$ cat src/bridge_cfg_pkg.sv
// Sizes of the bridge itself: Avalon address, BAR window,
// completion buffer and the pending read queue.
package bridge_cfg_pkg;

   localparam int AVL_ADDR_W   = 32;
   localparam int BAR_OFFSET_W = 20;

   // 8 tags of 32 beats each, 512 bytes per tag
   localparam int NUM_TAGS      = 8;
   localparam int SLOTS_PER_TAG = 32;
   localparam int CPL_DEPTH     = 256;
   localparam int CPL_ADDR_W    = 8;
   // {spare, end flag, data}
   localparam int CPL_WORD_W    = 130;
   localparam int TAG_W         = 3;
   localparam int BEAT_CNT_W    = 6;

   // pending read entry is {avalon addr, len, tag, requester id}
   localparam int PNDG_DEPTH       = 16;
   localparam int PNDG_USED_W      = 5;
   localparam int PNDG_W           = 66;
   localparam int PNDG_STALL_LEVEL = 14;

endpackage

$ cat src/pending_read_fifo.sv
// Queue of translated memory read requests, drained by the transmit
// side. No show-ahead: a pop shows its entry from the next cycle.
`timescale 1ns/1ps

module pending_read_fifo (
   input  logic                                   Clk_i,
   input  logic                                   Rstn_i,
   input  logic                                   wr_i,
   input  logic [bridge_cfg_pkg::PNDG_W-1:0]      entry_i,
   input  logic                                   rd_i,
   output logic [bridge_cfg_pkg::PNDG_USED_W-1:0] used_o,
   output logic                                   empty_o,
   output logic [bridge_cfg_pkg::PNDG_W-1:0]      data_o
);

   logic [bridge_cfg_pkg::PNDG_W-1:0]        mem [bridge_cfg_pkg::PNDG_DEPTH];
   logic [bridge_cfg_pkg::PNDG_USED_W-2:0]   wr_ptr_q;
   logic [bridge_cfg_pkg::PNDG_USED_W-2:0]   rd_ptr_q;
   logic [bridge_cfg_pkg::PNDG_USED_W-1:0]   used_q;
   logic [bridge_cfg_pkg::PNDG_W-1:0]        data_q;

   always_ff @(posedge Clk_i or negedge Rstn_i)
   begin
      if (!Rstn_i)
      begin
         wr_ptr_q <= '0;
         rd_ptr_q <= '0;
         used_q   <= '0;
      end
      else
      begin
         if (wr_i)
            wr_ptr_q <= wr_ptr_q + 1'b1;
         if (rd_i)
            rd_ptr_q <= rd_ptr_q + 1'b1;
         used_q <= used_q + bridge_cfg_pkg::PNDG_USED_W'(wr_i)
                          - bridge_cfg_pkg::PNDG_USED_W'(rd_i);
      end
   end

   always_ff @(posedge Clk_i)
   begin
      if (wr_i)
         mem[wr_ptr_q] <= entry_i;
      if (rd_i)
         data_q <= mem[rd_ptr_q];
   end

   assign used_o  = used_q;
   assign empty_o = (used_q == '0);
   assign data_o  = data_q;

   a_no_overflow: assert property (@(posedge Clk_i) disable iff (!Rstn_i)
      wr_i |-> used_q != bridge_cfg_pkg::PNDG_DEPTH);
   a_no_underflow: assert property (@(posedge Clk_i) disable iff (!Rstn_i)
      rd_i |-> !empty_o);

endmodule

$ cat config.mk
export PLATFORM = sky130hd
export DESIGN_NAME = pending_read_fifo
export DESIGN_NICKNAME = d
export VERILOG_FILES = /design/src/bridge_cfg_pkg.sv /design/src/pending_read_fifo.sv
export SDC_FILE = /design/constraint.sdc
export NUM_CORES = 1
export LEC_CHECK = 0
export ABC_CLOCK_PERIOD_IN_PS = 10410
export BUFFER_PORTS_ARGS = -buffer_cell sky130_fd_sc_hd__buf_2
export CAP_MARGIN = 40
export CORE_MARGIN = 3
export CORE_UTILIZATION = 27
export DETAILED_ROUTE_END_ITERATION = 8
export PLACE_DENSITY_LB_ADDON = 0.08
export SKIP_CTS_REPAIR_TIMING = 1
export SYNTH_ARGS = -nofsm -noshare
export SYNTH_HDL_FRONTEND = slang
export SYNTH_SLANG_ARGS = --single-unit
$ cat constraint.sdc
create_clock -name Clk_i -period 10.41 [get_ports Clk_i]
set_input_delay 0.5205 -clock Clk_i [delete_from_list [all_inputs] [get_ports Clk_i]]
set_output_delay 0.5205 -clock Clk_i [all_outputs]
set_load 0.01 [all_outputs]
-- Word level (Yosys, flattened, before mapping)
Memories as Yosys holds them, arrays and structs flattened. A register that Yosys moved wholly into a read port is not among the register bits.
Index checks and enable logic that the tools add are counted.
- bits in registers: 13
- latch bits: 0
- memory bits (writable): 1056
- ROM bits: 0
- input bits: 70
- output and inout port bits: 72
- logic and storage cells: 11
- memories kept: 1
- $add $sub $neg: 4
- multiply operators: 0
- div/mod/pow operators: 0
- order comparisons: 0
- equality and inequality tests: 0
- shifts and indexed selects: 0
- multiplexer cells: 2
- bitwise gates (word level): 0
- reductions and logical operators: 1
- memory list (memory ; depth ; width ; rd ports ; clocked after memory_dff ; wr ports ; RTL line ; text):
    mem ; 16 ; 66 ; 1 ; 1 ; 1 ; pending_read_fifo.sv:16 ; logic [bridge_cfg_pkg::PNDG_W-1:0] mem [bridge_cfg_pkg::PNDG_DEPTH];
- operators with widths (kind ; count):
    adder 4 x 1 -> 4 bit (second input constant) ; 2
    adder 5 x 1 -> 5 bit ; 1
    zero test 5 bit ; 1
    subtractor 5 x 1 -> 5 bit ; 1
    2-to-1 mux 1 bit ; 2

-- Depth between registers and ports, before layout
Gate-level depths: netlist of the first run.
- depth in word-level cells: 2
- depth in mapped cells: 8
- gate-level depth less buffers: 8

-- Worst setup path before layout of the first run
OpenSTA, ideal clock, no wires.
- path kind: input-to-reg
- start point: input wr_i
- end point: memory mem[3][0] (netlist bit) (enable)
- library setup time: 571 ps
- arrival: 5412 ps
- required time: 9839 ps
- path slack: 4427 ps
- stages on the path: 3
- path buffers: 1
- path through: clkbuf_1 nand2_1 nor3_1
- longest elaborated chain between the ends: 2
- ends and longest elaborated chain (item ; RTL line ; text):
    start, declared ; pending_read_fifo.sv:8 ; input logic wr_i,
    2-to-1 mux 1 bit ; pending_read_fifo.sv:43 ; if (wr_i)
    2-to-1 mux 1 bit (implied by the code) ; pending_read_fifo.sv:44 ; mem[wr_ptr_q] <= entry_i;
    end, declared ; pending_read_fifo.sv:16 ;
Every way passes these cells.

==> impl_metrics.json, run 1 <==
{
  "status": "finished, final reports clean",
  "wl_um": 117400,
  "h-tree-depth": 4,
  "netlist_instances": 1756,
  "p_seq_frac": 0.427,
  "syn_nets": 1838,
  "place.gp.congestion": 0.6661,
  "start_kind": "flop",
  "vdd_drop_max_mv": 0.1902,
  "cp.arrival_ns": 4.06,
  "cellPowerDensity_nw_per_um2": 278.0,
  "synth_area_um2": 42140,
  "pwr-share-clk": 0.316,
  "switching_share": 0.2979,
  "dieArea_um2": 160900,
  "rrSetupSlack_ns": 6.83,
  "ys_seq_elements": 1135,
  "tightestPinTransition_ns": 0.8890,
  "ys.flop_type": "edfxtp_1",
  "setup_tns_ns": 0,
  "yosysMostFrequentCell": "edfxtp_1",
  "coreArea_um2": 154600,
  "switchingPower_w": 0.004154,
  "clock_latency_ns": 0.75,
  "finClkSkew_ns": 0.02165,
  "cts_tree": "done",
  "holdCritStartpoint": "wr_i",
  "route.detailed.drc": 0,
  "syn-mean-instance-area_um2": 24.00,
  "hpwl_um": 61530,
  "port_buffers": 141,
  "fp.dieW_um": 401.1,
  "rows": 144,
  "slew_headroom": 0.4073,
  "hold_end": "wr_ptr_q[0]$_DFFE_PN0P_",
  "synth_edf_count": 1122,
  "hold_class": "primary input to flop",
  "cts_root_buf": "clkbuf_16",
  "synth_cell_types": 27,
  "finalCriticalPeriod_ns": 3.580,
  "clk_pin_slew_worst_paths_ns": 0.05,
  "cts_buffers": 136,
  "final_nets": 2100,
  "multi_input_area_um2": 7754,
  "gr-usage-all-layers": 0.1471,
  "synth_common_cells": "edfxtp_1, mux4_2, a22oi_1",
  "power_w": 0.01394,
  "register_area_um2": 34030,
  "finalMaxSlewViolations": 0,
  "firstDrtPassIters": 5,
  "grt_max_degree": 92,
  "antenna_found_initial": 24,
  "io_pins": 142,
  "drive_gt1_frac": 0.3234,
  "drtIter0Drc": 1242,
  "grt_pass1_wl_um": 166900,
  "yosysWarnings": 0,
  "hold_depth": 2,
  "hold_viol_final": 0,
  "endpoint_kind": "flop",
  "synth.largest_area_cell": "edfxtp_1",
  "synth_top_area_share": 0.7995,
  "vias_per_cell": 4.633,
  "p_leak_nw": 15.89,
  "synthTopCellsByArea": "edfxtp_1, mux4_2, a22oi_1, dfrtp_1, nand2_1",
  "internal-power_w": 0.009789,
  "setup_viol": 0,
  "fmax_mhz": 279.3,
  "drtAntennaViolNets": 0,
  "r2r.worst_path.cells": 6,
  "comb_power_share": 0.258,
  "critPathKind": "flop to flop",
  "start_util": 0.2726,
  "wl_per_cell_um": 28.15,
  "reg2reg_to": "data_o[39]$_DFFE_PP_",
  "r2r_start": "rd_ptr_q[0]$_DFFE_PN0P_",
  "finalCritPeriodShare": 0.3439,
  "grt_overflow_total": 0,
  "n_fill_cell": 14700,
  "grt_setup_unrepaired": "no",
  "die_y_um": 401.1,
  "maxCapViolations": 0,
  "post-route-util": 0.3245,
  "ys_seq_area_frac": 0.8072,
  "async_flop_share": 0.01145,
  "path_max_fanout": 91,
  "vias": 19320,
  "grt_pass1_vias": 21550,
  "cts_buffer_depth": 3,
  "cts_num_sinks": 1135,
  "crit_required_ns": 10.89,
  "syn_to_final_growth_pct": 19.02
}
## layout make-up
cell class | instances | area share
well taps | 2044 | 0.05099
clock buffers | 162 | 0.07022
multi-input cells | 522 | 0.1546
inverters | 8 | 0.0005987
flip-flops and latches | 1135 | 0.6783
diodes | 6 | 0.0002993
clock inverters | 79 | 0.01152
repair buffers | 215 | 0.03347
## placed cells by master, fill, tap and decap left out, drive strengths merged, types with 5 or more instances in the layout
cell and count:
clkinv 62, buf 214, a22oi 132, dfrtp 13, ha 11, mux4 264
nand2 73, clkbuf 162, xor2 5, nor2 13, bufinv 6, edfxtp 1122
diode 6, xnor2 5, inv 16
## sequential cells by signal, summed over array words and instances, names as in the netlist
signal,flops
rd_ptr_q,4
used_o,5
mem,1056
data_o,66
wr_ptr_q,4
## how the worst max path moves through the flow
| stage | startpoint | end | slack [ns] | cells after the start |
|---|---|---|---|---|
| global route | rd_ptr_q[0]$_DFFE_PN0P_ | data_o[26]$_DFFE_PP_ | 6.44 | 6 |
| global placement | rd_ptr_q[1]$_DFFE_PN0P_ | data_o[48]$_DFFE_PP_ | 6.32 | 5 |
| CTS | rd_ptr_q[0]$_DFFE_PN0P_ | data_o[56]$_DFFE_PP_ | 6.58 | 5 |
| finish | rd_ptr_q[0]$_DFFE_PN0P_ | data_o[39]$_DFFE_PP_ | 6.83 | 6 |
| detailed placement | rd_ptr_q[0]$_DFFE_PN0P_ | data_o[56]$_DFFE_PP_ | 6.61 | 5 |
| floorplan | wr_i | mem[3][0]$_DFFE_PP_ | 4.43 | 3 |
## critical path, stage by stage, from the launching register on
cell	delay, ns
dfrtp_4	0.79
buf_12	0.68
buf_4	0.43
buf_16	0.31
mux4_2	0.54
a22oi_1	0.24
nand2_1	0.10
## metal layers
layer | GRT usage | vias to the layer above | part of all wire
met4 | 0.03874 | 14 | 0.018
met3 | 0.03316 | 176 | 0.043
li1 | - | 8084 | -
met1 | 0.1936 | 10660 | 0.44
met5 | 0 | - | 0.00080
met2 | 0.2458 | 392 | 0.50
## metrics by stage
stage	hold WS, ns	setup WS, ns	cells	area, µm²
2_1_floorplan	0.2249	4.427	1756	42140
3_3_place_gp	0.4327	6.325	3900	45460
3_5_place_dp	0.4399	6.607	3923	46040
4_1_cts	-0.4130	6.584	4164	50140
5_1_grt	0.06845	6.438	4167	50150
6_report	0.1066	6.830	4171	50160
## power groups by stage
stage | combinational (W) | sequential (W) | clock, W
detailed placement | 0.00376 | 0.00606 | 0
floorplan | 0.00227 | 0.00602 | 0
finish | 0.00359 | 0.00595 | 0.00440
global placement | 0.00360 | 0.00608 | 0
global route | 0.00394 | 0.00601 | 0.00474
CTS | 0.00377 | 0.00597 | 0.00456
## cells by family (layout without fill, tap and decap cells)
family          after synthesis  in the layout  share of synthesized area
flops                      1135           1135                     0.8072
mux                         265            265                     0.1414
compound gates              137            137                    0.02423
buf+inv                      99            464                    0.01202
simple gates                 98             98                   0.009382
fa+ha+maj                    12             12                   0.003741
xor+xnor                     10             10                   0.002078
other cells                   0              6                          0
(Power assumes the default switching activity.)
==> run 2, diff against run 1 <==
ABC_AREA = 1   (was default)
ABC_CLOCK_PERIOD_IN_PS = 3200   (was 10410)
clock period = 3.2 ns   (was 10.41 ns; I/O delays follow)
==> run 2 against run 1 <==
Compared with the run above: cell area up 13%; synthesized cell count rose to 2.5 times the previous value; power rose to 3.6 times the previous value; global-route usage up 0.96 points; clock skew down 0.0041 ns; area after synthesis up 14%; first-iteration DRC count up 46%; highest routed layer unchanged.
==> impl_metrics.json, run 2 <==
{
  "status": "finished, final reports clean",
  "port_buffers": 141,
  "final_common_cell": "nand2_1",
  "cts_buffers": 139,
  "route.detailed.drc": 0,
  "dp_cells": 6740,
  "hold_viol_final": 0,
  "grt_overflow_total": 0,
  "hpwl_um": 67240,
  "endpoint_kind": "flop",
  "antenna_found_initial": 11,
  "cellPowerDensity_nw_per_um2": 886.3,
  "grt_pass1_vias": 29920,
  "firstDrtPassIters": 5,
  "setup_viol": 0,
  "coreArea_um2": 176500,
  "yosysMostFrequentCell": "nand2_1",
  "p_leak_nw": 23.36,
  "ys_seq_elements": 1135,
  "finalCriticalPeriod_ns": 2.205,
  "h-tree-depth": 4,
  "async_flop_share": 0.01145,
  "cts_root_buf": "clkbuf_16",
  "vias": 30120,
  "fmax_mhz": 453.5,
  "cts_num_sinks": 1135,
  "crit_required_ns": 3.71,
  "maxCapViolations": 0,
  "yosysWarnings": 0,
  "gr-usage-all-layers": 0.1567,
  "synth_top_family_by_area": "simple AND/OR/NAND/NOR gates",
  "netlist_instances": 4401,
  "start_util": 0.2724,
  "largest_reg_flops": 1056,
  "syn_to_final_growth_pct": 17.70,
  "synthTopCellsByArea": "edfxtp_1, nand2_1, nand3_1, inv_1, buf_6",
  "wl_per_cell_um": 20.48,
  "synth.largest_area_cell": "edfxtp_1",
  "slew_headroom": 0.3059,
  "finalCritPeriodShare": 0.6892,
  "synth_area_um2": 48080,
  "synth_compound_area_frac": 0.0004163,
  "clock_latency_ns": 0.77,
  "drive_gt1_frac": 0.09024,
  "tightestPinTransition_ns": 1.041,
  "cts_buffer_depth": 3,
  "path_max_fanout": 182,
  "io_pins": 142,
  "final_cell_mix": "nand2_1, edfxtp_1, inv_1",
  "synth_top_area_share": 0.7007,
  "hold_class": "primary input to flop",
  "die_y_um": 428.0,
  "fp.dieW_um": 428.0,
  "cts_tree": "done",
  "finClkSkew_ns": 0.01755,
  "syn_nets": 4483,
  "syn-mean-instance-area_um2": 10.93,
  "drtAntennaViolNets": 0,
  "final_cells": 7068,
  "synth_common_cells": "nand2_1, edfxtp_1, inv_1",
  "finalMaxSlewViolations": 0,
  "vdd_drop_max_mv": 1.137,
  "grt_max_degree": 183,
  "synth_edf_count": 1122,
  "synthAdderAreaFrac": 0.003279,
  "vias_per_cell": 4.262,
  "ys_seq_area_frac": 0.7075,
  "synth_cell_types": 20,
  "wl_um": 144800,
  "synth_xor_area_frac": 0.001821,
  "drtIter0Drc": 1817,
  "ys.flop_type": "edfxtp_1",
  "critPathKind": "flop to flop",
  "rows": 154,
  "holdWs_ns": 0.2610,
  "dieArea_um2": 183200,
  "n_fill_cell": 18130,
  "clk_pin_slew_worst_paths_ns": 0.06,
  "start_kind": "flop",
  "cp.arrival_ns": 2.72,
  "final_nets": 4693,
  "synth.area.mux_share": 0,
  "regMostFlops": "mem",
  "grt_setup_unrepaired": "no",
  "place.gp.congestion": 0.6828,
  "synth_simple_gate_area_frac": 0.1935,
  "grt_pass1_wl_um": 211100
}
==> run 2: changes by cell type after synthesis, moves of 4 or more <==
cell | before | now
buf_1 | 19 | 11
nor3_1 | 4 | 0
inv_1 | 8 | 804
buf_4 | 4 | 0
buf_2 | 18 | 133
xnor2_1 | 5 | 1
nand3_1 | 0 | 794
nor2_1 | 13 | 19
nand2_1 | 73 | 1398
a22oi_1 | 132 | 0
buf_6 | 13 | 61
clkbuf_1 | 37 | 14
mux4_2 | 264 | 0
xor2_1 | 5 | 9
==> run 2: cell families (layout without fill, tap and decap cells) <==
kind of cell	Yosys count	after routing
fa+ha+maj	12	12
compound gates	4	4
buf+inv	1027	1347
flops	1135	1135
other cells	0	7
simple gates	2213	2213
xor+xnor	10	10
==> run 2: worst max-delay path: stages (launching register included) <==
cell and delay [ns]:
dfrtp_4 0.57, buf_12 0.65, nand2_1 0.13, nand3_1 0.12, nand3_1 0.10, nand3_1 0.12, nand2_1 0.06
==> run 2: path summary, 6_finish.rpt <==
path                                    startpoint                 endpoint  slack (ns)  cells after the start
min in group asynchronous                   Rstn_i      used_o[0]$_DFF_PN0_        0.58                      3
max in group asynchronous                   Rstn_i  rd_ptr_q[0]$_DFFE_PN0P_        1.93                      3
hold reg to reg            wr_ptr_q[0]$_DFFE_PN0P_  wr_ptr_q[0]$_DFFE_PN0P_        0.56                      1
hold / removal                                wr_i  wr_ptr_q[0]$_DFFE_PN0P_        0.26                      3
setup reg to reg           rd_ptr_q[0]$_DFFE_PN0P_     data_o[59]$_DFFE_PP_        0.99                      6
setup / recovery           rd_ptr_q[0]$_DFFE_PN0P_     data_o[59]$_DFFE_PP_        0.99                      6
==> run 2: final cells by class <==
type / count / area (µm²) / area share
well taps: 2340 / 2928 / 0.05173
clock inverters: 76 / 636.9 / 0.01125
flip-flops and latches: 1135 / 34030 / 0.6013
multi-input cells: 2239 / 9691 / 0.1712
repair buffers: 289 / 2557 / 0.04519
inverters: 807 / 3075 / 0.05434
clock buffers: 175 / 3656 / 0.06460
diodes: 7 / 17.52 / 0.0003095
==> run 2: power by group <==
| group | switching (W) | internal (W) | total, W | leakage [nW] |
|---|---|---|---|---|
| clock | 0.00644 | 0.00869 | 0.0151 | 2.09 |
| sequential | 0.000778 | 0.0186 | 0.0193 | 10.3 |
| combinational | 0.0112 | 0.00451 | 0.0157 | 10.9 |
==> run 2: per-layer routing <==
metal / GRT usage / part of all wire / vias up
met5: 0 / 0.000090 / -
met4: 0.03829 / 0.018 / 2
met3: 0.02727 / 0.034 / 193
met2: 0.2570 / 0.46 / 462
met1: 0.2153 / 0.48 / 14730
li1: - / - / 14740
==> run 2: through the flow <==
stage          worst slack (ns)  setup TNS [ns]  utilization  power, W  area, µm²
2_1_floorplan           -0.8054         -826.80            -   0.02989      48080
3_5_place_dp             0.9591               0       0.2923   0.03582      51580
3_3_place_gp             0.9695               0       0.2921   0.03584      51560
5_1_grt                  0.8188               0       0.3206   0.05340      56580
6_report                 0.9947               0       0.3206   0.05016      56590
4_1_cts                  0.9389               0       0.3166   0.05125      55880
