**src/bridge_cfg_pkg.sv**
```systemverilog
// Sizes of the bridge itself: Avalon address, BAR window,
// completion buffer and the pending read queue.
package bridge_cfg_pkg;

   localparam int AVL_ADDR_W   = 32;
   localparam int BAR_OFFSET_W = 20;

   // 8 tags of 32 beats each, 512 bytes per tag
   localparam int NUM_TAGS      = 8;
   localparam int SLOTS_PER_TAG = 32;
   localparam int CPL_DEPTH     = 256;
   localparam int CPL_ADDR_W    = 8;
   // {spare, end flag, data}
   localparam int CPL_WORD_W    = 130;
   localparam int TAG_W         = 3;
   localparam int BEAT_CNT_W    = 6;

   // pending read entry is {avalon addr, len, tag, requester id}
   localparam int PNDG_DEPTH       = 16;
   localparam int PNDG_USED_W      = 5;
   localparam int PNDG_W           = 66;
   localparam int PNDG_STALL_LEVEL = 14;

endpackage

```
**src/pcie_rx_pkg.sv**
```systemverilog
// Packet formats seen on the receive stream of the bridge.
// Holds the beat sizes, the type codes and the header union that the
// decoder lays over the first beat of every packet.
package pcie_rx_pkg;

   localparam int DATA_W = 128;
   localparam int BE_W   = 16;

   // type codes, found in the top byte of the start beat
   localparam logic [7:0] FMT_MWR  = 8'h40;
   localparam logic [7:0] FMT_MRD  = 8'h00;
   localparam logic [7:0] FMT_CPLD = 8'h4A;

   // memory read and write requests
   typedef struct packed {
      logic [7:0]  fmt;
      logic [9:0]  len;
      logic [7:0]  tag;
      logic [15:0] req_id;
      logic [31:0] addr;
      logic [53:0] rsvd;
   } req_hdr_t;

   // completions with data
   // beats counts whole 128-bit data beats
   typedef struct packed {
      logic [7:0]   fmt;
      logic [5:0]   beats;
      logic [7:0]   tag;
      logic [105:0] rsvd;
   } cpl_hdr_t;

   // fmt sits in the same bits in both views
   typedef union packed {
      req_hdr_t req;
      cpl_hdr_t cpl;
   } rx_hdr_u;

endpackage

```
**src/cpl_wr_if.sv**
```systemverilog
// Completion traffic from the decoder: buffer writes, one per data
// beat, and a descriptor pulse once a tag's data is all stored.
`timescale 1ns/1ps

interface cpl_wr_if;
   logic                                  wr_en;
   logic [bridge_cfg_pkg::CPL_ADDR_W-1:0] wr_addr;
   logic [bridge_cfg_pkg::CPL_WORD_W-1:0] wr_data;
   logic                                  desc_valid;
   logic [bridge_cfg_pkg::TAG_W-1:0]      desc_tag;
   logic [bridge_cfg_pkg::BEAT_CNT_W-1:0] desc_beats;

   modport decoder (output wr_en, wr_addr, wr_data, desc_valid, desc_tag, desc_beats);
   modport buffer  (input wr_en, wr_addr, wr_data);
   modport reader  (input desc_valid, desc_tag, desc_beats);
endinterface

```
**src/rx_tlp_decoder.sv**
```systemverilog
// Receive side packet decoder. Accepts stream beats, decodes the start
// beat, translates request addresses through BAR0 or BAR1, drives the
// Avalon write master, pushes reads to the pending queue and stores
// completion data per tag.
`timescale 1ns/1ps

module rx_tlp_decoder (
   input  logic                                     Clk_i,
   input  logic                                     Rstn_i,
   input  logic [pcie_rx_pkg::DATA_W-1:0]           RxStData_i,
   input  logic [pcie_rx_pkg::BE_W-1:0]             RxStBe_i,
   input  logic                                     RxStSop_i,
   input  logic                                     RxStEop_i,
   input  logic                                     RxStValid_i,
   input  logic [1:0]                               RxStBarDec_i,
   output logic                                     RxStReady_o,
   input  logic [bridge_cfg_pkg::AVL_ADDR_W-1:0]    AvlBarBase0_i,
   input  logic [bridge_cfg_pkg::AVL_ADDR_W-1:0]    AvlBarBase1_i,
   output logic                                     RxmWrite_o,
   output logic [bridge_cfg_pkg::AVL_ADDR_W-1:0]    RxmAddress_o,
   output logic [pcie_rx_pkg::DATA_W-1:0]           RxmWriteData_o,
   output logic [pcie_rx_pkg::BE_W-1:0]             RxmByteEnable_o,
   input  logic                                     RxmWaitRequest_i,
   input  logic [bridge_cfg_pkg::PNDG_USED_W-1:0]   pndg_used_i,
   output logic                                     pndg_wr_o,
   output logic [bridge_cfg_pkg::PNDG_W-1:0]        pndg_entry_o,
   cpl_wr_if.decoder                                cpl_o
);

   pcie_rx_pkg::rx_hdr_u                     hdr;
   logic                                     accept;
   logic                                     sop_acc;
   logic                                     is_mwr;
   logic                                     is_mrd;
   logic                                     is_cpld;
   logic                                     st_wr_data_q;
   logic                                     st_cpl_q;
   logic                                     rxm_write_q;
   logic                                     write_next;
   logic                                     ready_q;
   logic                                     desc_valid_q;
   logic                                     cpl_last;
   logic [bridge_cfg_pkg::AVL_ADDR_W-1:0]    bar_base;
   logic [bridge_cfg_pkg::AVL_ADDR_W-1:0]    avl_addr;
   logic [bridge_cfg_pkg::AVL_ADDR_W-1:0]    rxm_addr_q;
   logic [pcie_rx_pkg::DATA_W-1:0]           rxm_data_q;
   logic [pcie_rx_pkg::BE_W-1:0]             rxm_be_q;
   logic [bridge_cfg_pkg::TAG_W-1:0]         cpl_tag_q;
   logic [bridge_cfg_pkg::BEAT_CNT_W-1:0]    cpl_beats_q;
   logic [bridge_cfg_pkg::BEAT_CNT_W-1:0]    beat_idx_q;
   logic [bridge_cfg_pkg::PNDG_USED_W-1:0]   used_next;

   assign hdr     = RxStData_i;
   assign accept  = RxStValid_i & ready_q;
   // start beats only count in idle
   assign sop_acc = accept & RxStSop_i & ~st_wr_data_q & ~st_cpl_q;
   assign is_mwr  = (hdr.req.fmt == pcie_rx_pkg::FMT_MWR);
   assign is_mrd  = (hdr.req.fmt == pcie_rx_pkg::FMT_MRD);
   assign is_cpld = (hdr.req.fmt == pcie_rx_pkg::FMT_CPLD);

   // BAR translation keeps the low offset bits of the packet address
   assign bar_base = RxStBarDec_i[0] ? AvlBarBase0_i : AvlBarBase1_i;
   assign avl_addr = bar_base
                   + bridge_cfg_pkg::AVL_ADDR_W'(hdr.req.addr[bridge_cfg_pkg::BAR_OFFSET_W-1:0]);

   assign pndg_wr_o    = sop_acc & is_mrd;
   assign pndg_entry_o = {avl_addr, hdr.req.len, hdr.req.tag, hdr.req.req_id};

   assign cpl_last = (beat_idx_q + bridge_cfg_pkg::BEAT_CNT_W'(1)) == cpl_beats_q;

   // stall while a write is held or the read queue is nearly full
   assign write_next = (rxm_write_q & RxmWaitRequest_i) | (accept & st_wr_data_q);
   assign used_next  = pndg_used_i + bridge_cfg_pkg::PNDG_USED_W'(pndg_wr_o);

   always_ff @(posedge Clk_i or negedge Rstn_i)
   begin
      if (!Rstn_i)
      begin
         st_wr_data_q <= 1'b0;
         st_cpl_q     <= 1'b0;
         rxm_write_q  <= 1'b0;
         ready_q      <= 1'b1;
         desc_valid_q <= 1'b0;
         beat_idx_q   <= '0;
      end
      else
      begin
         ready_q      <= ~write_next & (used_next < bridge_cfg_pkg::PNDG_STALL_LEVEL);
         rxm_write_q  <= write_next;
         desc_valid_q <= accept & st_cpl_q & cpl_last;
         if (sop_acc && is_mwr)
            st_wr_data_q <= 1'b1;
         else if (accept && st_wr_data_q)
            st_wr_data_q <= 1'b0;
         if (sop_acc && is_cpld)
         begin
            st_cpl_q   <= 1'b1;
            beat_idx_q <= '0;
         end
         else if (accept && st_cpl_q)
         begin
            st_cpl_q   <= ~cpl_last;
            beat_idx_q <= beat_idx_q + bridge_cfg_pkg::BEAT_CNT_W'(1);
         end
      end
   end

   always_ff @(posedge Clk_i)
   begin
      if (sop_acc && is_mwr)
         rxm_addr_q <= avl_addr;
      if (accept && st_wr_data_q)
      begin
         rxm_data_q <= RxStData_i;
         rxm_be_q   <= RxStBe_i;
      end
      if (sop_acc && is_cpld)
      begin
         cpl_tag_q   <= hdr.cpl.tag[bridge_cfg_pkg::TAG_W-1:0];
         cpl_beats_q <= hdr.cpl.beats;
      end
   end

   assign RxStReady_o     = ready_q;
   assign RxmWrite_o      = rxm_write_q;
   assign RxmAddress_o    = rxm_addr_q;
   assign RxmWriteData_o  = rxm_data_q;
   assign RxmByteEnable_o = rxm_be_q;

   // beat k of a tag lands in slot tag*32 + k
   assign cpl_o.wr_en      = accept & st_cpl_q;
   assign cpl_o.wr_addr    = {cpl_tag_q,
                              beat_idx_q[bridge_cfg_pkg::CPL_ADDR_W-bridge_cfg_pkg::TAG_W-1:0]};
   assign cpl_o.wr_data    = {1'b0, cpl_last, RxStData_i};
   assign cpl_o.desc_valid = desc_valid_q;
   assign cpl_o.desc_tag   = cpl_tag_q;
   assign cpl_o.desc_beats = cpl_beats_q;

   a_bar_onehot: assert property (@(posedge Clk_i) disable iff (!Rstn_i)
      sop_acc && (is_mwr || is_mrd) |-> $onehot(RxStBarDec_i));

   // the last data beat must carry eop, and no new packet may start mid-packet
   a_no_sop_in_data: assert property (@(posedge Clk_i) disable iff (!Rstn_i)
      accept && (st_wr_data_q || st_cpl_q) |-> !RxStSop_i
         && (RxStEop_i == (st_wr_data_q || cpl_last)));

endmodule

```
**src/flat_wrapper.sv**
```systemverilog
// flat-port wrapper written by rule: the top's interface ports become plain ports
module rx_tlp_decoder_flat 
  (Clk_i, Rstn_i, RxStData_i, RxStBe_i, RxStSop_i, RxStEop_i, RxStValid_i, RxStBarDec_i, RxStReady_o, AvlBarBase0_i, AvlBarBase1_i, RxmWrite_o, RxmAddress_o, RxmWriteData_o, RxmByteEnable_o, RxmWaitRequest_i, pndg_used_i, pndg_wr_o, pndg_entry_o, cpl_o_wr_en, cpl_o_wr_addr, cpl_o_wr_data, cpl_o_desc_valid, cpl_o_desc_tag, cpl_o_desc_beats);
  cpl_wr_if cpl_o_i ();
  input  logic Clk_i;
  input  logic Rstn_i;
  input  logic [pcie_rx_pkg::DATA_W-1:0] RxStData_i;
  input  logic [pcie_rx_pkg::BE_W-1:0] RxStBe_i;
  input  logic RxStSop_i;
  input  logic RxStEop_i;
  input  logic RxStValid_i;
  input  logic [1:0] RxStBarDec_i;
  output logic RxStReady_o;
  input  logic [bridge_cfg_pkg::AVL_ADDR_W-1:0] AvlBarBase0_i;
  input  logic [bridge_cfg_pkg::AVL_ADDR_W-1:0] AvlBarBase1_i;
  output logic RxmWrite_o;
  output logic [bridge_cfg_pkg::AVL_ADDR_W-1:0] RxmAddress_o;
  output logic [pcie_rx_pkg::DATA_W-1:0] RxmWriteData_o;
  output logic [pcie_rx_pkg::BE_W-1:0] RxmByteEnable_o;
  input  logic RxmWaitRequest_i;
  input  logic [bridge_cfg_pkg::PNDG_USED_W-1:0] pndg_used_i;
  output logic pndg_wr_o;
  output logic [bridge_cfg_pkg::PNDG_W-1:0] pndg_entry_o;
  output wire logic [$bits(cpl_o_i.wr_en)-1:0] cpl_o_wr_en;
  output wire logic [$bits(cpl_o_i.wr_addr)-1:0] cpl_o_wr_addr;
  output wire logic [$bits(cpl_o_i.wr_data)-1:0] cpl_o_wr_data;
  output wire logic [$bits(cpl_o_i.desc_valid)-1:0] cpl_o_desc_valid;
  output wire logic [$bits(cpl_o_i.desc_tag)-1:0] cpl_o_desc_tag;
  output wire logic [$bits(cpl_o_i.desc_beats)-1:0] cpl_o_desc_beats;
  assign cpl_o_wr_en = cpl_o_i.wr_en;
  assign cpl_o_wr_addr = cpl_o_i.wr_addr;
  assign cpl_o_wr_data = cpl_o_i.wr_data;
  assign cpl_o_desc_valid = cpl_o_i.desc_valid;
  assign cpl_o_desc_tag = cpl_o_i.desc_tag;
  assign cpl_o_desc_beats = cpl_o_i.desc_beats;
  rx_tlp_decoder u_core (.Clk_i(Clk_i), .Rstn_i(Rstn_i), .RxStData_i(RxStData_i), .RxStBe_i(RxStBe_i), .RxStSop_i(RxStSop_i), .RxStEop_i(RxStEop_i), .RxStValid_i(RxStValid_i), .RxStBarDec_i(RxStBarDec_i), .RxStReady_o(RxStReady_o), .AvlBarBase0_i(AvlBarBase0_i), .AvlBarBase1_i(AvlBarBase1_i), .RxmWrite_o(RxmWrite_o), .RxmAddress_o(RxmAddress_o), .RxmWriteData_o(RxmWriteData_o), .RxmByteEnable_o(RxmByteEnable_o), .RxmWaitRequest_i(RxmWaitRequest_i), .pndg_used_i(pndg_used_i), .pndg_wr_o(pndg_wr_o), .pndg_entry_o(pndg_entry_o), .cpl_o(cpl_o_i));
endmodule
```
**config.mk**
```make
export PLATFORM = sky130hd
export DESIGN_NAME = rx_tlp_decoder_flat
export DESIGN_NICKNAME = d
export VERILOG_FILES = /design/src/bridge_cfg_pkg.sv /design/src/pcie_rx_pkg.sv /design/src/cpl_wr_if.sv /design/src/rx_tlp_decoder.sv /design/src/flat_wrapper.sv
export SDC_FILE = /design/constraint.sdc
export NUM_CORES = 1
export LEC_CHECK = 0
export ABC_AREA = 1
export BUFFER_PORTS_ARGS = -buffer_cell sky130_fd_sc_hd__buf_2
export CAP_MARGIN = 20
export CORE_AREA = 2 2 238 240
export CTS_CLUSTER_DIAMETER = 50
export DETAILED_ROUTE_END_ITERATION = 10
export DIE_AREA = 0 0 240 242
export SYNTH_ARGS = -nofsm -noshare
export SYNTH_HDL_FRONTEND = slang
export SYNTH_SLANG_ARGS = --single-unit
```
**constraint.sdc**
```tcl
create_clock -name Clk_i -period 8.57 [get_ports Clk_i]
set_input_delay 0.4285 -clock Clk_i [delete_from_list [all_inputs] [get_ports Clk_i]]
set_output_delay 0.4285 -clock Clk_i [all_outputs]
set_load 0.01 [all_outputs]
```
# After elaboration in Yosys (flattened, before gate mapping)
# Cells that the tools add are included.
[totals] latchBits=0 input_bits=221 wordCells=47 reg_bits=196 rom_bits=0 memories=0 mem_bits_rw=0
[op_classes] n_mul=0 eq_ne=3 n_div=0 reduce_logical=7 add_sub_neg=3 n_bitwise=15 shift=0 magnitude_cmp=1 muxes=7
[op_table] op="$add A32 B20 Y32" count=1
[op_table] op="$mux W32" count=1
[op_table] op="$eq A8 B7 Y1 const B" count=2
[op_table] op="$mux W6" count=2
[op_table] op="$and A1 B1 Y1" count=10
[op_table] op="$logic_not A8 Y1" count=1
[op_table] op="$add A6 B1 Y6 const B" count=1
[op_table] op="$eq A6 B6 Y1" count=1
[op_table] op="$add A5 B1 Y5" count=1
[op_table] op="$lt A5 B4 Y1 const B" count=1
[op_table] op="$logic_and A1 B1 Y1" count=4
[op_table] op="$mux W1" count=4
[op_table] op="$not A1 Y1" count=4
[op_table] op="$reduce_bool A2 Y1" count=2
[op_table] op="$or A1 B1 Y1" count=1

# Logic depth before layout (Yosys ltp)
[logic_depth] depth_word=8 ltp_mapped=18

# Worst setup path after synthesis
# Ideal clock, no wire load.
[synth_timing] kind="reg2reg" startpoint="reg u_core.ready_q (netlist: u_core.RxStReady_o)" endpoint="reg u_core.rxm_be_q, in the netlist u_core.RxmByteEnable_o[0], enable pin" stages_incl_launch_ff=3 required_time_ns=7.921 setup_slack_ns=1.287 arrival_time_ns=6.634 path_buffers=0 path_cell_list="dfstp_2 > nand2_1 > nor2_1"
[synth_via] elab_chain_cells=2
[synth_rtl] element="from (decl)" line="rx_tlp_decoder.sv:40" rtl="logic ready_q;"
[synth_rtl] element="from (signal assigned)" line="rx_tlp_decoder.sv:88" rtl="ready_q <= ~write_next & (used_next < bridge_cfg_pkg::PNDG_STALL_LEVEL);"
[synth_rtl] element="$and A1 B1 Y1" line="rx_tlp_decoder.sv:54" rtl="assign accept = RxStValid_i & ready_q;"
[synth_rtl] element="$logic_and A1 B1 Y1" line="rx_tlp_decoder.sv:112" rtl="if (accept && st_wr_data_q)"
[synth_rtl] element="to (signal assigned)" line="rx_tlp_decoder.sv:115" rtl="rxm_be_q <= RxStBe_i;"
[synth_rtl] element="to (decl)" line="rx_tlp_decoder.sv:47" rtl="logic [pcie_rx_pkg::BE_W-1:0] rxm_be_q;"
# No other way between the ends.
# A chain may end at the register's enable or synchronous reset.

# Final worst setup path
[layout_timing] startpoint="in RxStBarDec_i[0]" endpoint="out pndg_entry_o[51] (netlist name)"
[layout_via] elab_chain_cells=2
[layout_rtl] element="from (decl)" line="flat_wrapper.sv:12" rtl="input logic [1:0] RxStBarDec_i;"
[layout_rtl] element="$mux W32" line="rx_tlp_decoder.sv:62" rtl="assign bar_base = RxStBarDec_i[0] ? AvlBarBase0_i : AvlBarBase1_i;"
[layout_rtl] element="$add A32 B20 Y32" line="rx_tlp_decoder.sv:64" rtl="+ bridge_cfg_pkg::AVL_ADDR_W'(hdr.req.addr[bridge_cfg_pkg::BAR_OFFSET_W-1:0]);"
[layout_rtl] element="to (decl)" line="flat_wrapper.sv:23" rtl="output logic [bridge_cfg_pkg::PNDG_W-1:0] pndg_entry_o;"
# No other way between the ends.

==> results.md <==
* Status: completed
* Num rows at 87
* Util after Layout at 23.9%
* Syn Inst Count at 983
* Metal3 WL at 3.54 mm
* Synth cell types at 35
* GR Overflow Total at 0
* Detailed Route WL at 38.9 mm
* Largest fanout on the critical path at 39
* Post-Route Skew at 0.0101 ns
* Max Cap Violations at 0
* Vias in the first global route at 7679
* Psw at 0.698 mW
* Remaining antenna violation count at 0
* Wire per inst at 17.6 microns
* Slowest CP cell: ha_1
* CP Launch Type: primary input
* Worst-margin pin slew at 0.942 ns
* Most used cell, CP: nand2_1
* First-pass GRT wire length at 52.2 mm
* First drt pass iteration count at 5
* Period utilisation layout at 45.9%
* CP arrival at 3.51 ns
* Initial core utilization at 17.9%
* Mean Syn Cell Area at 10.1 sq um
* Ranking of synthesized cells by area: edfxtp_1, buf_4, nand2_1, inv_1, ha_1
* YS warnings at 0
* WHS Path Cells at 1
* Min-delay worst type: in -> reg
* Dpl hpwl at 32.8 mm
* Setup CP Type: in -> out
* Asr flop ratio synth at 5.61%
* Clock Tree Root: clkbuf_16
* Power per cell area at 173 nW/um^2
* # setup viols final at 0
* Core footprint at 55700 sq um
* Cell taking the most area after synthesis: edfxtp_1
* Clock H-tree levels at 4
* Cell internal pwr at 1.60 mW
* Highest Signal Layer: met5
* Reg power frac at 46.3%
* Clk pwr share at 36.1%
* CTS tree: done
* Slew headroom at 37.2%
* Fmax at 254 MHz
* TritonCTS Buffers at 17
* Met1 WL at 15.3 mm
* Crit path to: pndg_entry_o[51]
* Most instantiated cells after synthesis: nand2_1, edfxtp_1, buf_4
* Top-area cell type share of the netlist area at 55.7%
* CP startpoint: RxStBarDec_i[0]
* DRC Markers at 0
* Cell with the most instances after synthesis: nand2_1
* Tmin final at 3.93 ns
* Post-synth EDFFs at 185
* Synth Register Bits at 196
* Mapped Area at 9970 sq um
* Setup Buffers After CTS at 0
* Seq/Total Area, Yosys at 58.5%
* Ys flop type: edfxtp_1
* Largest net degree at the start of global routing at 70
* Logic pwr share at 17.6%
* Final nets at 1683
* CTS Sinks at 196
* Max clock buf depth at 2
* Crit end category: output pin
* Layout cells sized above 1 at 46.1%
* Worst R2R Setup Slack at 5.31 ns
* GRT Util Overall at 12.8%
* Slew Limit Fails at 0
* GP Congestion at 0.893
* Worst R2R Start: u_core.RxStReady_o
* Setup TNS at 0 ns
* Initial antenna violation count at 5
* Initial drt markers at 289
* Final hold viol count at 0
* RSZ-0062 raised after global routing: no
* Io pins at 615
* Reg clk slew, reported paths at 0.09 ns
* Worst r2r dst: u_core.RxmWriteData_o[55]
* Reg2Reg Depth at 4
* Via/cell ratio at 3.71
* Hold Crit Start: RxStBe_i[6]
* Max VDD drop at 0.141 mV
* Synth-to-Final Area Change at 33.4%
* Die Width at 240 microns
* Cell Chain, Critical Path: buf_2 > buf_4 > inv_2 > nand2_1 > nand2_1 > ha_1 > nand2_1 > inv_1 > nand2_1 > nand2_1 > nand3b_1 > nand2_1 > nand2_1 > xor2_1 > buf_2
* Met2 WL post-DR at 19.0 mm
* CP required at 8.14 ns
* Number of port buffers at 611
* LEAKAGE at 6.43 nW
* Post-synth net total at 1227
* Switching share of power at 30.4%
* Delay of the slowest critical-path stage at 0.45 ns
* Clk_lat worst skew at 0.48 ns
* Total Power at 2.29 mW
* Die footprint at 58100 sq um
* Via count at 8200
* Die Y at 242 microns
cells by family after synthesis:
kind of cell	synth area share [%]
simple gates	18.2
buf+inv	17.2
other cells	0.0376
flops	58.5
compound gates	1.39
mux	0.100
fa+ha+maj	2.96
xor+xnor	1.58
power groups by stage:
stage               Sequential (mW)  Combinational, mW  Clock (mW)
finish                         1.06              0.405       0.828
global route                   1.06              0.448       0.891
CTS                            1.06              0.414       0.867
detailed placement             1.08              0.413           0
global placement               1.08              0.410           0
floorplan                      1.08              0.246           0
registers in the layout, summed over array words and instances, names as in the netlist:
signal and cells:
u_core.RxmWriteData_o 128, u_core.RxmByteEnable_o 16, u_core.RxStReady_o 1, u_core.cpl_o.desc_beats 6
u_core.RxmWrite_o 1, u_core.st_wr_data_q 1, u_core.st_cpl_q 1, u_core.RxmAddress_o 32
u_core.cpl_o.desc_valid 1, u_core.cpl_o.desc_tag 3, u_core.beat_idx_q 6
timing repair:
item,CTS,global route
endpoints found under the setup margin,0,0
resized for setup,0,0
hold buffers,1,0
hold endpoints to repair,10,0
metal layers:
metal | vias up | GRT usage (%)
met5 | - | 0
met4 | 4 | 4.90
met3 | 48 | 4.61
met2 | 404 | 21.8
met1 | 3808 | 14.5
li1 | 3936 | -
worst min path at each step:
stage                                           end  slack (ns)
after global placement            u_core.RxmWrite_o        0.32
after detailed placement          u_core.RxmWrite_o        0.32
after floorplan                   u_core.RxmWrite_o        0.13
after CTS                 u_core.RxmByteEnable_o[6]        0.06
final                     u_core.RxmByteEnable_o[6]        0.11
after global routing      u_core.RxmByteEnable_o[6]        0.07
through the flow:
step,instance area (sq um),std cells,hold slack (ns),setup slack [ns]
5_1_grt,13300,2208,0.0673,4.30
6_report,13300,2209,0.114,4.64
2_1_floorplan,9970,983,0.133,1.29
3_5_place_dp,12700,2175,0.319,4.51
4_1_cts,13300,2208,0.0556,4.51
3_3_place_gp,12700,2175,0.317,4.55
cell type report:
cell class	instances	area, sq um
Fill cell	6068	42400
Multi-Input combinational cell	508	2440
Antenna cell	1	2.50
Timing Repair Buffer	616	3100
Sequential cell	196	5830
Inverter	100	375
Clock buffer	17	425
Tap cell	756	946
Clock inverter	15	180
worst max-delay path, delay by kind of cell:
family                   cells  cell delay, ns
adder cells (fa/ha/maj)      1            0.45
AND/OR/NAND/NOR              8            1.08
XOR/XNOR                     1            0.27
buffers and inverters        5            1.26
cells in the final DEF, fill, tap and decap left out, drive strengths merged, types with 13 or more instances in the layout:
cell type / instances
buf: 615
nand2: 318
edfxtp: 185
inv: 108
nor2: 55
nand3: 45
ha: 22
clkbuf: 17
xor2: 16
a21oi: 13
No activity file was read; power rests on OpenSTA's default activity.
