### config.mk
export PLATFORM = sky130hd
export DESIGN_NAME = cpl_reader_flat
export DESIGN_NICKNAME = d
export VERILOG_FILES = /design/src/bridge_cfg_pkg.sv /design/src/pcie_rx_pkg.sv /design/src/cpl_wr_if.sv /design/src/cpl_reader.sv /design/src/flat_wrapper.sv
export SDC_FILE = /design/constraint.sdc
export NUM_CORES = 1
export LEC_CHECK = 0
export ABC_AREA = 1
export BUFFER_PORTS_ARGS = -buffer_cell sky130_fd_sc_hd__buf_2
export CAP_MARGIN = 30
export CORE_AREA = 2 2 109 111
export CTS_CLUSTER_SIZE = 40
export DETAILED_ROUTE_END_ITERATION = 7
export DIE_AREA = 0 0 111 113
export PLACE_DENSITY = 0.81
export SLEW_MARGIN = 20
export SYNTH_ARGS = -nofsm -noshare
export SYNTH_HDL_FRONTEND = slang
export SYNTH_SLANG_ARGS = --single-unit
### constraint.sdc
create_clock -name Clk_i -period 7.2 [get_ports Clk_i]
set_input_delay 1.44 -clock Clk_i [delete_from_list [all_inputs] [get_ports Clk_i]]
set_output_delay 1.44 -clock Clk_i [all_outputs]
set_load 0.1 [all_outputs]
### src/bridge_cfg_pkg.sv
// Sizes of the bridge itself: Avalon address, BAR window,
// completion buffer and the pending read queue.
package bridge_cfg_pkg;

   localparam int AVL_ADDR_W   = 32;
   localparam int BAR_OFFSET_W = 20;

   // 8 tags of 32 beats each, 512 bytes per tag
   localparam int NUM_TAGS      = 8;
   localparam int SLOTS_PER_TAG = 32;
   localparam int CPL_DEPTH     = 256;
   localparam int CPL_ADDR_W    = 8;
   // {spare, end flag, data}
   localparam int CPL_WORD_W    = 130;
   localparam int TAG_W         = 3;
   localparam int BEAT_CNT_W    = 6;

   // pending read entry is {avalon addr, len, tag, requester id}
   localparam int PNDG_DEPTH       = 16;
   localparam int PNDG_USED_W      = 5;
   localparam int PNDG_W           = 66;
   localparam int PNDG_STALL_LEVEL = 14;

endpackage

### src/pcie_rx_pkg.sv
// Packet formats seen on the receive stream of the bridge.
// Holds the beat sizes, the type codes and the header union that the
// decoder lays over the first beat of every packet.
package pcie_rx_pkg;

   localparam int DATA_W = 128;
   localparam int BE_W   = 16;

   // type codes, found in the top byte of the start beat
   localparam logic [7:0] FMT_MWR  = 8'h40;
   localparam logic [7:0] FMT_MRD  = 8'h00;
   localparam logic [7:0] FMT_CPLD = 8'h4A;

   // memory read and write requests
   typedef struct packed {
      logic [7:0]  fmt;
      logic [9:0]  len;
      logic [7:0]  tag;
      logic [15:0] req_id;
      logic [31:0] addr;
      logic [53:0] rsvd;
   } req_hdr_t;

   // completions with data
   // beats counts whole 128-bit data beats
   typedef struct packed {
      logic [7:0]   fmt;
      logic [5:0]   beats;
      logic [7:0]   tag;
      logic [105:0] rsvd;
   } cpl_hdr_t;

   // fmt sits in the same bits in both views
   typedef union packed {
      req_hdr_t req;
      cpl_hdr_t cpl;
   } rx_hdr_u;

endpackage

### src/cpl_wr_if.sv
// Completion traffic from the decoder: buffer writes, one per data
// beat, and a descriptor pulse once a tag's data is all stored.
`timescale 1ns/1ps

interface cpl_wr_if;
   logic                                  wr_en;
   logic [bridge_cfg_pkg::CPL_ADDR_W-1:0] wr_addr;
   logic [bridge_cfg_pkg::CPL_WORD_W-1:0] wr_data;
   logic                                  desc_valid;
   logic [bridge_cfg_pkg::TAG_W-1:0]      desc_tag;
   logic [bridge_cfg_pkg::BEAT_CNT_W-1:0] desc_beats;

   modport decoder (output wr_en, wr_addr, wr_data, desc_valid, desc_tag, desc_beats);
   modport buffer  (input wr_en, wr_addr, wr_data);
   modport reader  (input desc_valid, desc_tag, desc_beats);
endinterface

### src/cpl_reader.sv
// Plays stored completions out as read data. Descriptors queue up in
// arrival order; each one is read out of the buffer one slot per cycle,
// and the end flag of the last word raises the tag release.
`timescale 1ns/1ps

module cpl_reader (
   input  logic                                  Clk_i,
   input  logic                                  Rstn_i,
   cpl_wr_if.reader                              desc_i,
   output logic [bridge_cfg_pkg::CPL_ADDR_W-1:0] rd_addr_o,
   input  logic [bridge_cfg_pkg::CPL_WORD_W-1:0] rd_data_i,
   output logic [pcie_rx_pkg::DATA_W-1:0]        TxReadData_o,
   output logic                                  TxReadDataValid_o,
   output logic                                  CplTagRelease_o
);

   logic [bridge_cfg_pkg::TAG_W-1:0]      q_tag   [bridge_cfg_pkg::NUM_TAGS];
   logic [bridge_cfg_pkg::BEAT_CNT_W-1:0] q_beats [bridge_cfg_pkg::NUM_TAGS];
   logic [bridge_cfg_pkg::TAG_W-1:0]      q_wr_ptr;
   logic [bridge_cfg_pkg::TAG_W-1:0]      q_rd_ptr;
   logic [bridge_cfg_pkg::TAG_W:0]        q_count;
   logic                                  active_q;
   logic                                  last_slot;
   logic                                  load;
   logic                                  valid_q;
   logic [bridge_cfg_pkg::TAG_W-1:0]      cur_tag_q;
   logic [bridge_cfg_pkg::BEAT_CNT_W-1:0] cur_beats_q;
   logic [bridge_cfg_pkg::BEAT_CNT_W-1:0] slot_q;

   assign last_slot = active_q && ((slot_q + 1'b1) == cur_beats_q);
   // next descriptor starts right behind the last slot of the current one
   assign load      = (q_count != '0) && (!active_q || last_slot);

   always_ff @(posedge Clk_i or negedge Rstn_i)
   begin
      if (!Rstn_i)
      begin
         q_wr_ptr <= '0;
         q_rd_ptr <= '0;
         q_count  <= '0;
         active_q <= 1'b0;
         slot_q   <= '0;
         valid_q  <= 1'b0;
      end
      else
      begin
         if (desc_i.desc_valid)
            q_wr_ptr <= q_wr_ptr + 1'b1;
         if (load)
            q_rd_ptr <= q_rd_ptr + 1'b1;
         q_count <= q_count + (bridge_cfg_pkg::TAG_W+1)'(desc_i.desc_valid)
                            - (bridge_cfg_pkg::TAG_W+1)'(load);
         if (load)
         begin
            active_q <= 1'b1;
            slot_q   <= '0;
         end
         else if (last_slot)
            active_q <= 1'b0;
         else if (active_q)
            slot_q <= slot_q + 1'b1;
         // RAM data trails the address by one cycle
         valid_q <= active_q;
      end
   end

   always_ff @(posedge Clk_i)
   begin
      if (desc_i.desc_valid)
      begin
         q_tag[q_wr_ptr]   <= desc_i.desc_tag;
         q_beats[q_wr_ptr] <= desc_i.desc_beats;
      end
      if (load)
      begin
         cur_tag_q   <= q_tag[q_rd_ptr];
         cur_beats_q <= q_beats[q_rd_ptr];
      end
   end

   assign rd_addr_o = {cur_tag_q,
                       slot_q[bridge_cfg_pkg::CPL_ADDR_W-bridge_cfg_pkg::TAG_W-1:0]};

   assign TxReadData_o      = rd_data_i[pcie_rx_pkg::DATA_W-1:0];
   assign TxReadDataValid_o = valid_q;
   assign CplTagRelease_o   = valid_q & rd_data_i[pcie_rx_pkg::DATA_W];

   a_desc_no_overflow: assert property (@(posedge Clk_i) disable iff (!Rstn_i)
      desc_i.desc_valid && !load |-> q_count < bridge_cfg_pkg::NUM_TAGS);

endmodule

### src/flat_wrapper.sv
// flat-port wrapper written by rule: the top's interface ports become plain ports
module cpl_reader_flat 
  (Clk_i, Rstn_i, rd_addr_o, rd_data_i, TxReadData_o, TxReadDataValid_o, CplTagRelease_o, desc_i_desc_valid, desc_i_desc_tag, desc_i_desc_beats);
  cpl_wr_if desc_i_i ();
  input  logic Clk_i;
  input  logic Rstn_i;
  output logic [bridge_cfg_pkg::CPL_ADDR_W-1:0] rd_addr_o;
  input  logic [bridge_cfg_pkg::CPL_WORD_W-1:0] rd_data_i;
  output logic [pcie_rx_pkg::DATA_W-1:0] TxReadData_o;
  output logic TxReadDataValid_o;
  output logic CplTagRelease_o;
  input wire logic [$bits(desc_i_i.desc_valid)-1:0] desc_i_desc_valid;
  input wire logic [$bits(desc_i_i.desc_tag)-1:0] desc_i_desc_tag;
  input wire logic [$bits(desc_i_i.desc_beats)-1:0] desc_i_desc_beats;
  assign desc_i_i.desc_valid = desc_i_desc_valid;
  assign desc_i_i.desc_tag = desc_i_desc_tag;
  assign desc_i_i.desc_beats = desc_i_desc_beats;
  cpl_reader u_core (.Clk_i(Clk_i), .Rstn_i(Rstn_i), .desc_i(desc_i_i), .rd_addr_o(rd_addr_o), .rd_data_i(rd_data_i), .TxReadData_o(TxReadData_o), .TxReadDataValid_o(TxReadDataValid_o), .CplTagRelease_o(CplTagRelease_o));
endmodule
# --- Word level (Yosys, flattened, before mapping) ---
# Memory sizes are Yosys's and may differ from the RTL's. A register that Yosys moved wholly into a read port is not among the register bits.
# Index checks and enable logic that the tools add are counted.
# W data, S select, Z words.
totals:
  rom_bits: 0
  output_inout_bits: 138
  ramBits: 72
  latch_bits: 0
  regBits: 18
  n_memories: 2
memory_table:
  columns: ["name", "depth", "width", "read_ports", "rd_clocked_by_memory_dff", "write_ports", "line", "text"]
  rows:
  - ["u_core.q_beats", 8, 6, 1, 1, 1, "cpl_reader.sv:18", "logic [bridge_cfg_pkg::BEAT_CNT_W-1:0] q_beats [bridge_cfg_pkg::NUM_TAGS];"]
  - ["u_core.q_tag", 8, 3, 1, 1, 1, "cpl_reader.sv:17", "logic [bridge_cfg_pkg::TAG_W-1:0] q_tag [bridge_cfg_pkg::NUM_TAGS];"]
classes:
  add_sub_neg: 5
  muxes: 7
  bitwise: 1
  n_div: 0
  n_reduce_logical: 8
  shift: 0
  mul: 0
  n_eq_ne: 2
  magnitude_cmp: 0
op_table:
  columns: ["operator", "n"]
  rows:
  - ["$mux W6", 3]
  - ["$add A3 B1 Y3 const B", 2]
  - ["$add A6 B1 Y6 const B", 1]
  - ["$eq A6 B6 Y1", 1]
  - ["$add A4 B1 Y4", 1]
  - ["$mux W1", 4]
  - ["$reduce_bool A2 Y1", 2]
  - ["$reduce_bool A4 Y1", 1]
  - ["$sub A4 B1 Y4", 1]
  - ["$logic_and A1 B1 Y1", 2]
  - ["$ne A2 B2 Y1 const B", 1]
  - ["$reduce_and A2 Y1", 1]
  - ["$and A1 B1 Y1", 1]
  - ["$logic_not A1 Y1", 1]
  - ["$logic_or A1 B1 Y1", 1]

# --- Longest topological paths before layout ---
# Gate-level depths: netlist of the first run.
depth:
  depth_word: 7
  ltp_mapped: 17

# --- Worst setup path before layout of the first run ---
# Ideal clock, no wire load.
synth_timing:
  path_kind: "input -> output"
  start: "in rd_data_i[128] in the netlist's numbering"
  end: "out CplTagRelease_o"
  slack_ns: 3.665
  required_ns: 5.760
  arrival_ns: 2.095
  cell_stages: 2
  cell_sequence: "nand2_1 -> inv_1"
synth_via:
  elab_chain_cells: 1
synth_lines:
  columns: ["element", "line", "text"]
  rows:
  - ["start: declaration", "flat_wrapper.sv:8", "input logic [bridge_cfg_pkg::CPL_WORD_W-1:0] rd_data_i;"]
  - ["$and A1 B1 Y1", "cpl_reader.sv:86", "assign CplTagRelease_o = valid_q & rd_data_i[pcie_rx_pkg::DATA_W];"]
  - ["end: declaration", "flat_wrapper.sv:11", "output logic CplTagRelease_o;"]
# No other way between the ends.

# --- Worst setup path in the final report of the first run ---
# Ends and elaborated chain as after synthesis.

==> run summary, run 1 <==
HPWL after DPL -> 13,200 µm
outcome -> finished clean
maximum clock rate -> 290 MHz
gp weighted congestion -> 0.812
antenna violations before repair -> 0
layout cells sized above 1 -> 0.131
commonest non-fill, non-tap cells in the layout -> edfxtp_1 (81), nor2_1 (74), nand2_1 (52)
WHS -> 0.491 ns
Post-CTS Setup Bufs -> 0
unrepaired setup endpoints after global routing -> false
residual DRC count -> 0
initial core utilization -> 0.458
Critical R2R Launch -> u_core.slot_q[0]
# rows -> 39
final worst path period share -> 0.479
cells after synthesis -> 500
max-cap violation count -> 0
Critical Path AT -> 2.01 ns
Layout Utilization -> 0.420
flops & latches, synth -> 99
# fillers -> 1,003
GR Overflow Total -> 0
Post-Route WL -> 16,600 µm
Max clock buf depth -> 2
P_sw -> 790 µW
worst hold start -> u_core.active_q
GRT Overall Usage -> 0.258
Comb pwr share -> 0.347
CTS resizes -> 0
clock share of power -> 0.247
Tmin final -> 3.45 ns
synthesized area per cell -> 10.3 µm²
Root Driver -> clkbuf_16
register area -> 2880 µm²
Seq/Total Area, Yosys -> 0.559
endpoints failing hold -> 0
Design Power -> 1960 µW
Layout area overhead -> -8.27%
Sw Share -> 0.403
Iter 0 DRT Violations -> 284
HP Class -> flop to flop
number of global-route vias before repair -> 2,875
Die Height -> 113 µm
Crit. End Element -> output port
yosys warns -> 0
Register-to-Register Path Depth -> 16
core area -> 11,300 µm²
Hold Buf Count CTS -> 0
worst skew pair latency -> 0.36 ns
CP max FO -> 1
clock transition at the registers of the reported paths -> 0.07 ns
H-tree levels -> 3
largest net degree at the start of global routing -> 40
hold path depth -> 0
Hold Path End -> u_core.TxReadDataValid_o
CTS tree -> yes
first-pass GRT wire length -> 22,200 µm
Reg2Reg Setup Slack -> 3.98 ns
Final setup violation count -> 0
CP Launch Type -> input port
post-route clock skew -> 0.00970 ns
Multi-input gate area -> 1110 µm²
Num CTS Buffers -> 9
leak pwr -> 0.00184 µW
Die W -> 111 µm
VDD IR-drop max -> 0.219 mV
Final ANT Viol Nets -> 0
critical setup path kind -> input port to output port
via/cell ratio -> 5.68
CTS sink count -> 99
synth unique cells -> 30
Reg power frac -> 0.406
Slew @ Worst Pin -> 0.964 ns
synthesized area -> 5160 µm²
number of port buffers -> 22
Power Dens Cells -> 414 nW/µm²
Cell Int Power -> 1170 µW
die area -> 12,500 µm²
post-DR wirelength/cell -> 30.7 µm
syn_nets -> 651
Via Count -> 3,072
reg2reg end -> u_core.q_count[2]
Top Ports -> 280
Nets -> 544
critical path required time -> 5.76 ns
setup_tns -> 0 ns
Slew headroom -> 0.355
First-pass DRT Iterations -> 5
Slew Limit Fails -> 0
leading cell type in the layout, fill and taps excluded -> edfxtp_1
number of inserted diodes -> 0
[logic make-up after synthesis]
kind of cell	synth area share
adders and majority gates	0.0233
DFF	0.559
and+or+nand+nor	0.123
AOI/OAI and AO/OA	0.0618
xor gates and xnor gates	0.00679
buffers and inverters	0.226
[worst max-delay path, stage by stage]
cell     delay [ns]
buf_2          0.08
nand2_1        0.04
inv_1          0.04
buf_2          0.41
[synth_stat cells, drive strengths merged]
library cell  instances  share of area
xnor2                 1         0.0017
dfrtp                18          0.087
a21oi                 1        0.00097
fa                    1         0.0039
clkbuf                5         0.0036
nand3b                1         0.0015
ha                    8          0.019
o21ai                38          0.038
nand3                20          0.020
o21bai                1         0.0015
buf                 140           0.20
edfxtp               81           0.47
clkinv                1        0.00073
nand2                53          0.039
xor2                  3         0.0051
inv                  29          0.021
a31oi                 9          0.011
nand4                 3         0.0036
or2                   1         0.0012
nor2                 77          0.057
o22ai                 9          0.011
[power by group through the flow]
stage	clock (µW)	combinational (µW)	sequential [µW]
6_report	485	681	796
5_1_grt	505	759	805
4_1_cts	486	676	795
3_5_place_dp	0	672	806
3_3_place_gp	0	630	802
2_1_floorplan	0	879	795
[stage by stage]
step | instance area (µm²) | cells | worst slack, ns
final | 4730 | 541 | 3.75
after global routing | 4730 | 541 | 3.68
after CTS | 4700 | 537 | 3.74
after detailed placement | 4400 | 521 | 3.75
after global placement | 4400 | 521 | 3.74
after floorplan | 5160 | 500 | 3.67
[registers in the layout, indices dropped and copies added (netlist names)]
| name | cells |
|---|---|
| u_core.q_count | 4 |
| u_core.q_wr_ptr | 3 |
| u_core.q_beats | 48 |
| u_core.q_rd_ptr | 3 |
| u_core.q_tag | 24 |
| u_core.cur_tag_q | 3 |
| u_core.cur_beats_q | 6 |
| u_core.TxReadDataValid_o | 1 |
| u_core.active_q | 1 |
| u_core.slot_q | 6 |
[area by class of cell]
cell class                      instances  share of cell area
Tap cell                              143              0.0378
Multi-Input combinational cell        226               0.234
Timing Repair Buffer                   27              0.0312
Clock inverter                          7              0.0164
Inverter                               30              0.0238
Clock buffer                            9              0.0476
Sequential cell                        99               0.609
[metal layers]
| layer | vias up | wire length (µm) | track usage |
|---|---|---|---|
| met2 | 349 | 7180 | 0.374 |
| met5 | - | 0 | 0.0118 |
| met1 | 1383 | 3770 | 0.183 |
| met4 | 0 | 266 | 0.0608 |
| li1 | 1318 | - | - |
| met3 | 22 | 5390 | 0.382 |
[how the worst max path moves through the flow]
stage	start	slack (ns)	end
after floorplan	rd_data_i[128]	3.67	CplTagRelease_o
after global placement	rd_data_i[128]	3.74	CplTagRelease_o
after detailed placement	rd_data_i[128]	3.75	CplTagRelease_o
after CTS	rd_data_i[128]	3.74	CplTagRelease_o
after global routing	u_core.slot_q[0]	3.68	u_core.q_count[2]
final	rd_data_i[128]	3.75	CplTagRelease_o
(Power assumes the default switching activity.)
==> run 2, diff against run 1 <==
Settings changed: CORE_AREA 2 2 109 111 to not set, CORE_MARGIN set to 1.5, CORE_UTILIZATION set to 45, DIE_AREA 0 0 111 113 to not set.
Clock period 7.2 ns to 3.4 ns, I/O delays scaled along.
==> run 2 against run 1 <==
Wire length down 5.1%. Register-to-register slack worse by 3.4 ns. Final area up 1.0%. Via count down 0.55%. Power up 110%. Flip-flop and latch count unchanged. Highest routed layer is now met5. Clock power up 110%. Combinational power up 110%. Sequential power up 110%. Non-clock buffer count up 6. Final cell count up 0.55%. Utilization up 1.4 points.
==> run summary, run 2 (synthesized netlist as in run 1, its figures left out) <==
Slew Limit Fails -> 0 (unchanged)
first-pass GRT wire length -> 20,500 µm (-7.7%)
via/cell ratio -> 5.62 (-1.1%)
leak pwr -> 0.00188 µW (+1.9%)
H-tree levels -> 3 (unchanged)
Critical Path AT -> 3.00 ns (+0.99 ns)
Layout area overhead -> -7.35%
Crit. End Element -> flop
First-pass DRT Iterations -> 4 (-1)
final critical-path setup slack -> 0.627 ns (-3.12 ns)
max-cap violation count -> 0 (unchanged)
Via Count -> 3,055 (-0.55%)
Post-CTS Setup Bufs -> 0 (unchanged)
HP Class -> input port to async pin
CTS tree -> yes
Reg power frac -> 0.400 (-0.006)
placed standard-cell area -> 4460 µm² (+1.3%)
number of inserted diodes -> 0 (unchanged)
critical setup path kind -> flop to flop
post-route clock skew -> 0.00595 ns (-0.00375 ns)
Tmin final -> 2.77 ns
largest net degree at the start of global routing -> 40 (unchanged)
Layout Cells excl Fill -> 544 (+0.55%)
Max clock buf depth -> 2 (unchanged)
Nets -> 550 (+1.1%)
Top reg by flops -> u_core.q_beats
CP max FO -> 12 (+11)
Iter 0 DRT Violations -> 237 (-17%)
CTS resizes -> 0 (unchanged)
gp weighted congestion -> 0.899 (+11%)
Sw Share -> 0.387 (-0.0156)
Final setup violation count -> 0 (unchanged)
CTS sink count -> 99 (unchanged)
clock share of power -> 0.251 (+0.004)
dpl cells -> 526 (+0.96%)
P_sw -> 1610 µW (+100%)
Root Driver -> clkbuf_16
maximum clock rate -> 361 MHz
worst skew pair latency -> 0.34 ns (-0.02 ns)
VDD IR-drop max -> 0.406 mV (+85%)
Cell Int Power -> 2550 µW (+120%)
leading cell type in the layout, fill and taps excluded -> edfxtp_1
Hold Buf Count CTS -> 0 (unchanged)
commonest non-fill, non-tap cells in the layout -> edfxtp_1 (81), nor2_1 (74), nand2_1 (52)
Layout Utilization -> 0.434 (+0.0135)
pre-CTS setup slack -> 0.638 ns (-3.11 ns)
GRT Overall Usage -> 0.251 (-0.00731)
HPWL after DPL -> 12,100 µm (-8.2%)
layout cells sized above 1 -> 0.144 (+0.0129)
Slew @ Worst Pin -> 0.612 ns (-0.352 ns)
final worst path period share -> 0.816
Comb pwr share -> 0.349 (+0.002)
die area -> 12,100 µm² (-3.4%)
core area -> 11,000 µm² (-2.1%)
number of port buffers -> 22 (unchanged)
number of global-route vias before repair -> 2,885 (+0.35%)
Die W -> 110 µm (-0.82%)
Post-Route WL -> 15,800 µm (-5.1%)
critical path required time -> 3.63 ns (-2.13 ns)
final instance area -> 4780 µm² (+1.0%)
GR Overflow Total -> 0 (unchanged)
endpoints failing hold -> 0 (unchanged)
max reg flops -> 48 (unchanged)
setup_tns -> 0 ns (unchanged)
unrepaired setup endpoints after global routing -> false
initial core utilization -> 0.468 (+0.0100)
residual DRC count -> 0 (unchanged)
Power Dens Cells -> 871 nW/µm² (+110%)
Final ANT Viol Nets -> 0 (unchanged)
Num CTS Buffers -> 9 (unchanged)
CP Launch Type -> flop
# rows -> 38 (-2.6%)
clock transition at the registers of the reported paths -> 0.07 ns (about the same)
Top Ports -> 280 (unchanged)
outcome -> finished clean
Largest regs -> u_core.q_beats x48, u_core.q_tag x24
Slew headroom -> 0.591 (+0.236)
Die Height -> 110 µm (-2.6%)
post-DR wirelength/cell -> 29.0 µm (-5.6%)
antenna violations before repair -> 0 (unchanged)
-- run 2: cell count changes in the layout (fill, tap and decap cells not counted), sizes merged --
cell and change:
buf +6, bufinv +1, inv -2, clkinv +1
-- run 2: final timing paths --
kind                                  startpoint                        to  slack (ns)  cells past startpoint
worst max register to register  u_core.slot_q[0]         u_core.q_count[2]        0.63                     16
max in group asynchronous                 Rstn_i        u_core.q_wr_ptr[0]        2.84                      1
worst max-delay path            u_core.slot_q[0]         u_core.q_count[2]        0.63                     16
min in group Clk_i               u_core.active_q  u_core.TxReadDataValid_o        0.46                      0
worst min-delay path                      Rstn_i          u_core.slot_q[5]        0.27                      1
worst min register to register   u_core.active_q  u_core.TxReadDataValid_o        0.46                      0
-- run 2: cell type report --
cell class / instances / area, µm²
well taps: 140 / 175
clock buffers: 9 / 225
flip-flops and latches: 99 / 2880
inverters: 30 / 113
multi-input cells: 226 / 1110
repair buffers: 33 / 193
clock inverters: 7 / 83.8
fillers: 992 / 6250
-- run 2: power groups by stage --
stage                     Clock, µW  Sequential [µW]  Combinational, µW
final                          1040             1670               1450
after global routing           1100             1690               1610
after CTS                      1050             1660               1450
after detailed placement          0             1690               1440
after global placement            0             1680               1380
after floorplan                   0             1680               1860
-- run 2: routing by layer --
metal	vias up	global-route usage	wire, µm
met5	-	0.0893	136
met4	4	0.0577	213
met3	23	0.329	4770
met2	321	0.349	6600
met1	1379	0.211	4040
li1	1328	-	-
-- run 2: through the flow --
step           hold slack (ns)  total power [µW]
6_report                 0.269              4160
5_1_grt                  0.301              4400
4_1_cts                  0.284              4160
3_5_place_dp             0.443              3130
3_3_place_gp             0.444              3060
2_1_floorplan            0.384              3550
-- run 2: worst max-delay path: stages, from the launching register on --
cell and delay, ns:
dfrtp_1 0.44, ha_1 0.36, inv_1 0.05, nand2_1 0.05
nand2_1 0.05, nor2_1 0.10, nand3_1 0.09, nor2_2 0.10
nand3_2 0.10, nand2_2 0.20, nand2_1 0.14, inv_1 0.10
ha_1 0.13, inv_1 0.04, ha_1 0.20, fa_1 0.38
xor2_1 0.15
